[src/addressUnit_defines.svh]
`ifndef ADDRESS_UNIT_DEFINES_SVH
`define ADDRESS_UNIT_DEFINES_SVH

// address and bus width
`define ADDR_WIDTH 16

// counter reset values
`define PC_RESET   16'hE000  // boot vector
`define SP_RESET   16'hFFFF  // stack grows down from top of memory
`define MAR_RESET  16'h0000

`endif

[src/addressUnit_pkg.sv]
`include "addressUnit_defines.svh"

package addressUnit_pkg;

    // one address word
    typedef logic [`ADDR_WIDTH-1:0] addrT;

    // address operations accepted by the unit
    typedef enum logic [3:0] {
        NOP          = 4'd0,
        LOAD_PC_EXT  = 4'd1,
        LOAD_SP_EXT  = 4'd2,
        LOAD_MAR_EXT = 4'd3,
        INC_PC       = 4'd4,
        INC_SP       = 4'd5,
        DEC_SP       = 4'd6,
        MAR_FROM_PC  = 4'd7,
        MAR_FROM_SP  = 4'd8,
        PC_FROM_MAR  = 4'd9
    } addrOpT;

    // data only matters for the external loads
    typedef struct packed {
        addrOpT op;
        addrT   data;
    } addrReqT;

    // per-counter control strobes for one cycle
    typedef struct packed {
        logic load;    // primary takes the bus
        logic up;      // primary + 1
        logic down;    // primary - 1
        logic commit;  // output stage copies primary
    } counterCmdT;

    // who drives the internal address bus
    typedef enum logic [2:0] {
        NONE = 3'd0,
        EXT  = 3'd1,
        PC   = 3'd2,
        SP   = 3'd3,
        MAR  = 3'd4
    } busSrcT;

endpackage

[src/addressCounter.sv]
// two-stage address counter
//
// The primary stage reacts to load/up/down. The output stage only follows
// the primary when commit is strobed, so a change is not visible on addr
// until the cycle after it was made.
module addressCounter #(
    parameter addressUnit_pkg::addrT RESET_VALUE = '0
) (
    input  logic                       clk,
    input  logic                       rst,
    input  addressUnit_pkg::counterCmdT cmd,
    input  addressUnit_pkg::addrT      loadValue,
    output addressUnit_pkg::addrT      addr
);

    import addressUnit_pkg::*;

    addrT primary;      // working stage
    addrT outputStage;  // committed value seen by the rest of the cpu
    addrT primaryNext;
    logic primaryEn;

    // next primary value, load wins over up, up over down
    always_comb begin
        primaryNext = primary;
        primaryEn   = 1'b0;
        if (cmd.load) begin
            primaryNext = loadValue;
            primaryEn   = 1'b1;
        end else if (cmd.up) begin
            primaryNext = primary + addrT'(1);  // wraps at FFFF
            primaryEn   = 1'b1;
        end else if (cmd.down) begin
            primaryNext = primary - addrT'(1);  // wraps at 0
            primaryEn   = 1'b1;
        end
    end

    always_ff @(posedge clk) begin
        if (rst) begin
            primary <= RESET_VALUE;
        end else if (primaryEn) begin
            primary <= primaryNext;
        end
    end

    // second stage, stands in for the old iclk latch
    always_ff @(posedge clk) begin
        if (rst) begin
            outputStage <= RESET_VALUE;
        end else if (cmd.commit) begin
            outputStage <= primary;
        end
    end

    assign addr = outputStage;

endmodule

[src/addressSequencer.sv]
// address operation sequencer
//
// Takes one request at a time and walks it through three phases:
//   IDLE   ready for a new request
//   EXEC   bus driven, target gets its load/up/down strobe
//   COMMIT target copies primary into its output stage
module addressSequencer (
    input  logic                        clk,
    input  logic                        rst,
    input  addressUnit_pkg::addrReqT    req,
    input  logic                        reqValid,
    output logic                        reqReady,
    input  addressUnit_pkg::addrT       pcAddr,
    input  addressUnit_pkg::addrT       spAddr,
    input  addressUnit_pkg::addrT       marAddr,
    output addressUnit_pkg::counterCmdT pcCmd,
    output addressUnit_pkg::counterCmdT spCmd,
    output addressUnit_pkg::counterCmdT marCmd,
    output addressUnit_pkg::addrT       bus,
    output logic                        busValid
);

    import addressUnit_pkg::*;

    typedef enum logic [1:0] {
        IDLE   = 2'd0,
        EXEC   = 2'd1,
        COMMIT = 2'd2
    } phaseT;

    phaseT      phase;
    addrReqT    heldReq;   // request in flight
    busSrcT     busSrc;    // decoded bus driver
    busSrcT     target;    // decoded target counter, NONE for NOP
    counterCmdT strobe;    // load/up/down for the target, commit unused here
    addrT       busMux;
    logic       accept;

    assign reqReady = (phase == IDLE);
    assign accept   = reqValid && reqReady;

    always_ff @(posedge clk) begin
        if (rst) begin
            phase <= IDLE;
        end else begin
            case (phase)
                IDLE:    if (accept) phase <= EXEC;
                EXEC:    phase <= COMMIT;
                COMMIT:  phase <= IDLE;
                default: phase <= IDLE;
            endcase
        end
    end

    // request payload, only captured on a handshake
    always_ff @(posedge clk) begin
        if (accept) begin
            heldReq <= req;
        end
    end

    // operation decode
    always_comb begin
        busSrc = NONE;
        target = NONE;
        strobe = '0;
        case (heldReq.op)
            LOAD_PC_EXT: begin
                busSrc      = EXT;
                target      = PC;
                strobe.load = 1'b1;
            end
            LOAD_SP_EXT: begin
                busSrc      = EXT;
                target      = SP;
                strobe.load = 1'b1;
            end
            LOAD_MAR_EXT: begin
                busSrc      = EXT;
                target      = MAR;
                strobe.load = 1'b1;
            end
            INC_PC: begin
                target    = PC;
                strobe.up = 1'b1;
            end
            INC_SP: begin
                target    = SP;
                strobe.up = 1'b1;
            end
            DEC_SP: begin
                target      = SP;
                strobe.down = 1'b1;
            end
            MAR_FROM_PC: begin
                busSrc      = PC;
                target      = MAR;
                strobe.load = 1'b1;
            end
            MAR_FROM_SP: begin
                busSrc      = SP;
                target      = MAR;
                strobe.load = 1'b1;
            end
            PC_FROM_MAR: begin
                busSrc      = MAR;
                target      = PC;
                strobe.load = 1'b1;
            end
            default: ;  // NOP, nothing moves
        endcase
    end

    // bus multiplexer, copies always see committed values
    always_comb begin
        case (busSrc)
            EXT:     busMux = heldReq.data;
            PC:      busMux = pcAddr;
            SP:      busMux = spAddr;
            MAR:     busMux = marAddr;
            default: busMux = '0;
        endcase
    end

    assign busValid = (phase == EXEC) && (busSrc != NONE);
    assign bus      = busValid ? busMux : '0;

    // strobe in EXEC, commit in COMMIT, only for the selected counter
    function automatic counterCmdT cmdFor(
        busSrcT     who,
        busSrcT     sel,
        phaseT      ph,
        counterCmdT stb
    );
        counterCmdT c;
        c = '0;
        if (sel == who) begin
            if (ph == EXEC) begin
                c        = stb;
                c.commit = 1'b0;
            end else if (ph == COMMIT) begin
                c.commit = 1'b1;
            end
        end
        return c;
    endfunction

    assign pcCmd  = cmdFor(PC,  target, phase, strobe);
    assign spCmd  = cmdFor(SP,  target, phase, strobe);
    assign marCmd = cmdFor(MAR, target, phase, strobe);

endmodule

[src/addressUnit.sv]
`include "addressUnit_defines.svh"

// address unit top: one sequencer driving PC, SP and MAR counters
module addressUnit (
    input  logic                     clk,
    input  logic                     rst,
    input  addressUnit_pkg::addrReqT req,
    input  logic                     reqValid,
    output logic                     reqReady,
    output logic                     busValid,
    output addressUnit_pkg::addrT    bus,
    output addressUnit_pkg::addrT    pcAddr,
    output addressUnit_pkg::addrT    spAddr,
    output addressUnit_pkg::addrT    marAddr
);

    import addressUnit_pkg::*;

    counterCmdT pcCmd;
    counterCmdT spCmd;
    counterCmdT marCmd;

    addressSequencer sequencer (
        .clk      (clk),
        .rst      (rst),
        .req      (req),
        .reqValid (reqValid),
        .reqReady (reqReady),
        .pcAddr   (pcAddr),
        .spAddr   (spAddr),
        .marAddr  (marAddr),
        .pcCmd    (pcCmd),
        .spCmd    (spCmd),
        .marCmd   (marCmd),
        .bus      (bus),
        .busValid (busValid)
    );

    // all counters load from the internal bus
    addressCounter #(
        .RESET_VALUE (addrT'(`PC_RESET))
    ) pcCounter (
        .clk       (clk),
        .rst       (rst),
        .cmd       (pcCmd),
        .loadValue (bus),
        .addr      (pcAddr)
    );

    addressCounter #(
        .RESET_VALUE (addrT'(`SP_RESET))
    ) spCounter (
        .clk       (clk),
        .rst       (rst),
        .cmd       (spCmd),
        .loadValue (bus),
        .addr      (spAddr)
    );

    addressCounter #(
        .RESET_VALUE (addrT'(`MAR_RESET))
    ) marCounter (
        .clk       (clk),
        .rst       (rst),
        .cmd       (marCmd),
        .loadValue (bus),
        .addr      (marAddr)
    );

endmodule

[config.mk]
export PLATFORM = sky130hd
export DESIGN_NAME = addressUnit
export DESIGN_NICKNAME = d
export VERILOG_FILES = /design/src/addressUnit_pkg.sv /design/src/addressCounter.sv /design/src/addressSequencer.sv /design/src/addressUnit.sv
export VERILOG_INCLUDE_DIRS = /design/src
export SDC_FILE = /design/constraint.sdc
export NUM_CORES = 1
export LEC_CHECK = 0
export BUFFER_PORTS_ARGS = -buffer_cell sky130_fd_sc_hd__buf_2
export CORE_AREA = 2 2 140 88
export CTS_CLUSTER_DIAMETER = 120
export CTS_CLUSTER_SIZE = 24
export DETAILED_ROUTE_END_ITERATION = 6
export DIE_AREA = 0 0 142 90
export PLACE_DENSITY = 0.73
export SLEW_MARGIN = 20
export SYNTH_ARGS = -nofsm -noshare
export SYNTH_HDL_FRONTEND = slang
export SYNTH_SLANG_ARGS = --single-unit
[constraint.sdc]
create_clock -name clk -period 4.1 [get_ports clk]
set_input_delay 0.41 -clock clk [delete_from_list [all_inputs] [get_ports clk]]
set_output_delay 0.41 -clock clk [all_outputs]
set_load 0.1 [all_outputs]
After elaboration in Yosys (flattened, before gate mapping)
Cells that the tools add are included.

Input bits: 23. Word-level logic and storage cells: 83. Bits in registers: 118. Output and inout port bits: 66.

Reductions and logical operators: 16. Mux-type cells: 33. Equal/unequal tests: 19. Add/subtract/negate cells: 6.

Operators with widths (number): $mux 16 (10); $pmux 16 s4 (1); $add 16x1->16 const B (3); $sub 16x1->16 const B (3); $eq 4x3->1 const B (4); $mux 1 (14); $eq 3x2->1 const B (4); $mux 4 (3); $pmux 3 s4 (1); $reduce_bool 3->1 (4); $reduce_or 3->1 (4); $pmux 3 s3 (1); $eq 4x2->1 const B (2); $eq 4x4->1 const B (2); $eq 3x3->1 const B (2); $reduce_and 2->1 (3); $reduce_or 6->1 (1); $eq 4x1->1 const B (1); $pmux 2 s2 (1); $eq 3x1->1 const B (1); $mux 3 (1); $eq 2x1->1 const B (1); $eq 2x2->1 const B (1); $logic_and 1x1->1 (2); other kinds (4) (4).

Longest topological paths before layout
Depth in word-level cells: 9. Mapped depth: 15. Depth with buffers taken out: 13.

Cells and area by module
A second synthesis with hierarchy kept.

Cells, all modules: 875. Area, all modules: 7658.6 um^2.

Modules (own cells, without submodules): addressCounter at pcCounter (area an instance 2124.5 um^2, instances 1, sequential area each 640.6 um^2, cells an instance 251); addressCounter at spCounter (area an instance 2083.2 um^2, instances 1, sequential area each 640.6 um^2, cells an instance 246); addressCounter at marCounter (area an instance 2015.7 um^2, instances 1, sequential area each 640.6 um^2, cells an instance 240); addressSequencer (area an instance 1435.1 um^2, instances 1, sequential area each 640.6 um^2, cells an instance 138).

Worst setup path after synthesis
Ideal clock, no wire load.

Path kind: reg2reg. Start: reg sequencer.heldReq[19] (netlist bit). End: reg pcCounter.primary[13]. Data required time: 3.973 ns. Path buffers: 3. Stages on the path, launching flop included: 16. Data arrival time: 3.432 ns. Clock period less this slack: 3.559 ns. Path slack: 0.541 ns. Library setup time: 0.127 ns. Path through: edfxtp_1 > buf_2 > nand2b_1 > or2_1 > or3_1 > buf_2 > buf_4 > ha_1 > a21o_1 > a31o_1 > a41oi_2 > o21ai_2 > or4_4 > a31oi_4 > xor2_1 > o21ai_1.

Longest elaborated chain between the ends: 9. Elaborated cells on any way between the ends: 38. Classes of those cells: eq/ne (14); mux (14); reduce/logical (10).

RTL lines: start, declared (line addressSequencer.sv:32) `addrReqT heldReq;`; start signal, assigned (line addressSequencer.sv:58) `heldReq <= req;`; $eq 4x1->1 (tied with other cells) (line addressSequencer.sv:67) `case (heldReq.op)`; $reduce_or 3->1 (no line); $pmux 3 s3 (line addressSequencer.sv:67); $eq 3x2->1 (line addressSequencer.sv:137) `if (sel == who) begin`; $mux 4 (line addressSequencer.sv:137); $mux 1 (line addressCounter.sv:33) `end else if (cmd.down) begin`; $mux 1 (line addressCounter.sv:30) `end else if (cmd.up) begin`; $mux 1 (line addressCounter.sv:27) `if (cmd.load) begin`; $reduce_and 2->1 (no line); end signal, assigned (line addressCounter.sv:43) `primary <= primaryNext;`; end, declared (line addressCounter.sv:18) `addrT primary;`.

Several ways; a longest one is shown, not always the timed one. A chain may end at the register's enable or synchronous reset.

Worst setup path in the final report
Start: reg sequencer.phase[1]. End: reg pcCounter.primary[15].

Longest elaborated chain between the ends: 7. Elaborated cells on any way between the ends: 12. Classes of those cells: eq/ne (1); mux (8); reduce/logical (3).

RTL lines: start, declared (line addressSequencer.sv:31) `phaseT phase;`; start signal, assigned (line addressSequencer.sv:44) `phase <= IDLE;`; start signal, assigned (line addressSequencer.sv:47) `IDLE: if (accept) phase <= EXEC;`; start signal, assigned (line addressSequencer.sv:48) `EXEC: phase <= COMMIT;`; $eq 2x1->1 * (line addressSequencer.sv:125, addressSequencer.sv:138); $mux 3 (line addressSequencer.sv:138) `if (ph == EXEC) begin`; $mux 4 (line addressSequencer.sv:137); $mux 1 (line addressCounter.sv:33); $mux 1 (line addressCounter.sv:30); $mux 1 (line addressCounter.sv:27); $reduce_and 2->1 (no line).

Every way passes the cells marked *; elsewhere a longest branch is shown, timed or not.

==> key figures <==
Finish
  • Antenna Cells: 0
  • Share of layout cells above drive strength 1: 0.212
  • Nets@finish: 821
  • Fin util: 0.636
  • Post-Layout Cell Count: 927
  • Area growth syn-to-layout: 19.3%

STA
  • Final Cycle Share: 0.917
  • Setup TNS: 0 ns
  • Minimum clock period after layout: 3.76 ns
  • Pins Over Slew Limit: 0
  • Tightest Pin Transition: 0.985 ns
  • Clk_skew: 0.0101 ns
  • Max_slew headroom: 0.343
  • Final setup vio count: 0
  • Hold Fails Final Rpt: 0
  • RSZ-0062 raised after global routing: false
  • Worst hold slack: 0.168 ns
  • Fmax: 266 MHz

Global route
  • GRT Overall Usage: 0.299
  • Antenna violations before repair: 0
  • Largest net degree at the start of global routing: 40
  • Global-route wire length before repair: 29300 um
  • Number of global-route vias before repair: 5384
  • Global route overflow: 0

Placement
  • Port bufs: 88
  • Detailed Place HPWL: 13800 um
  • Dpl cells: 895
  • Gpl congestion: 1.02

Synthesis
  • Average instance area after synthesis: 9.09 sq um
  • Main synth FF type: dfxtp_1
  • Syn Inst Count: 680
  • Area of the mapped netlist: 0.00618 sq mm
  • Most frequent cell after synthesis: dfxtp_1
  • Seq/Total Area, Yosys: 0.414
  • Async set or reset register ratio after synthesis: 0
  • Netlist cell types: 66
  • Commonest cells in the netlist: dfxtp_1, nor2_1, nand2_1, a21oi_1, ha_1
  • Flops & latches, synth: 118
  • Post-synth EDFFs: 20
  • Synth area leader: dfxtp_1
  • Synthesis Warnings: 0
  • Syn_nets: 735
  • Top cells by area, synth: dfxtp_1, edfxtp_1, ha_1
  • Top-area cell type share of the netlist area: 0.317

Hold path
  • Worst Hold Class: input port to register
  • Min-delay src: req[12]
  • Hold Path End: sequencer.heldReq[12]
  • WHS Path Cells: 1

Setup path
  • WP data arrival: 4.05 ns
  • Critical Path Start: sequencer.phase[1]
  • Crit. End Element: register
  • Reg2reg path depth: 12
  • Worst r2r src: sequencer.phase[1]
  • R2r setup slk: 0.34 ns
  • Critical path startpoint category: register
  • Max FO, Critical Path: 12
  • Critical path class: register to register
  • R2r endpoint: pcCounter.primary[15]
  • Worst Path Required: 4.39 ns

CTS
  • CTS Buf Count: 17
  • Post-CTS Setup Inserts: 0
  • Maximum clock insertion buffer count: 2
  • Clk Tree Root Cell: clkbuf_16
  • CTS resizes: 0
  • H-tree levels: 4
  • # hold bufs at CTS: 0
  • Clock latency at the later pin of the worst-skew pair: 0.42 ns
  • Clock tree from TritonCTS: yes
  • Clock Sinks: 118
  • Reg clk slew, reported paths: 0.06 ns

Routing
  • DR iter-0 viols: 648
  • Vias per cell: 6.19
  • Post-route ant nets: 0
  • Final Routed Wirelength: 18900 um
  • Via count: 5739
  • Residual DRC: 1
  • Drt pass-1 iters: 7
  • Avg WL per Cell: 20.4 um

Run status
  • Failing checks: DRC
  • Status: finished with violations

Power
  • Power Density: 413 mW/mm^2
  • Lkg Pwr: 2.98 nW
  • Max IR drop VDD: 0.000301 V

Floorplanning
  • Core ar.: 0.0116 sq mm
  • Initial Utilization: 0.533
  • I/O pin total: 89
  • Die Wd: 142 um
  • Row count: 31
  • Die ar.: 0.0128 sq mm
  • Die Y: 90 um

Job
  • Max-cap viol count: 0
==> per-layer routing <==
metal / up-vias / global-route usage / wire length, um
met4: 0 / 0.100 / 391
met1: 2750 / 0.419 / 8370
met2: 300 / 0.456 / 8330
met5: - / 0 / 0
li1: 2649 / - / -
met3: 40 / 0.0671 / 1770
==> worst max-delay path, stage by stage, from the launching register on <==
cell and delay, ns:
dfxtp_1 0.32, nand2b_1 0.25, or2_1 0.30, or3_1 0.57, ha_1 0.49, a21o_1 0.24
a31o_1 0.20, a41oi_2 0.26, o21ai_2 0.14, or4_4 0.45, o2bb2ai_1 0.17, a21oi_1 0.14
o211ai_1 0.11
==> layout make-up <==
type | instances | area, sq um
fill | 963 | 4220
multi-input combinational | 509 | 3390
sequential | 118 | 2560
timing repair buffer | 105 | 568
clock buffer | 17 | 425
clock inverter | 15 | 189
tap | 148 | 185
inverter | 15 | 57.6
==> flip-flops by register name, indices dropped and copies added, names as in the netlist <==
name / flops
spCounter.addr: 16
pcCounter.primary: 16
spCounter.primary: 16
pcCounter.addr: 16
marCounter.addr: 16
sequencer.phase: 2
sequencer.heldReq: 20
marCounter.primary: 16
==> kinds of logic after synthesis <==
group                    after synthesis  synth area share
AND/OR/NAND/NOR                      238             0.179
AO/OA/AOI/OAI                        185             0.216
flip-flops                           118             0.414
buffers and inverters                 53            0.0395
multiplexers                          33            0.0544
adder cells (fa/ha/maj)               32            0.0672
XOR/XNOR                              21            0.0298
==> worst max-delay path by stage <==
| stage | slack (ns) | depth (start not counted) | endpoint |
|---|---|---|---|
| 6_report | 0.34 | 12 | pcCounter.primary[15] |
| 5_1_grt | 0.04 | 13 | pcCounter.primary[14] |
| 4_1_cts | 0.40 | 12 | pcCounter.primary[13] |
| 3_5_place_dp | 0.42 | 12 | pcCounter.primary[15] |
| 3_3_place_gp | 0.54 | 12 | pcCounter.primary[13] |
| 2_1_floorplan | 0.54 | 15 | pcCounter.primary[13] |
==> report_power, final <==
| group | switching, W | internal (W) |
|---|---|---|
| combinational | 0.000178 | 0.0000911 |
| sequential | 0.0000188 | 0.00121 |
| clock | 0.000584 | 0.000970 |
| total | 0.000781 | 0.00227 |
==> placed cells by master (no fill, tap or decap), types with 20 or more instances in the layout <==
master	instances
buf_2	88
nand2_1	74
a21oi_1	52
ha_1	30
nor2b_1	25
mux2i_1	28
dfxtp_1	98
edfxtp_1	20
nor2_1	80
a211o_1	24
==> metrics by stage <==
step	setup slack, ns	total power [W]	cell area, sq um
after global routing	0.0423	0.00312	7380
after detailed placement	0.418	0.00151	6760
after floorplan	0.541	0.00145	6180
final	0.340	0.00305	7380
after global placement	0.544	0.00150	6760
after CTS	0.402	0.00305	7380
(Power assumes the default switching activity.)
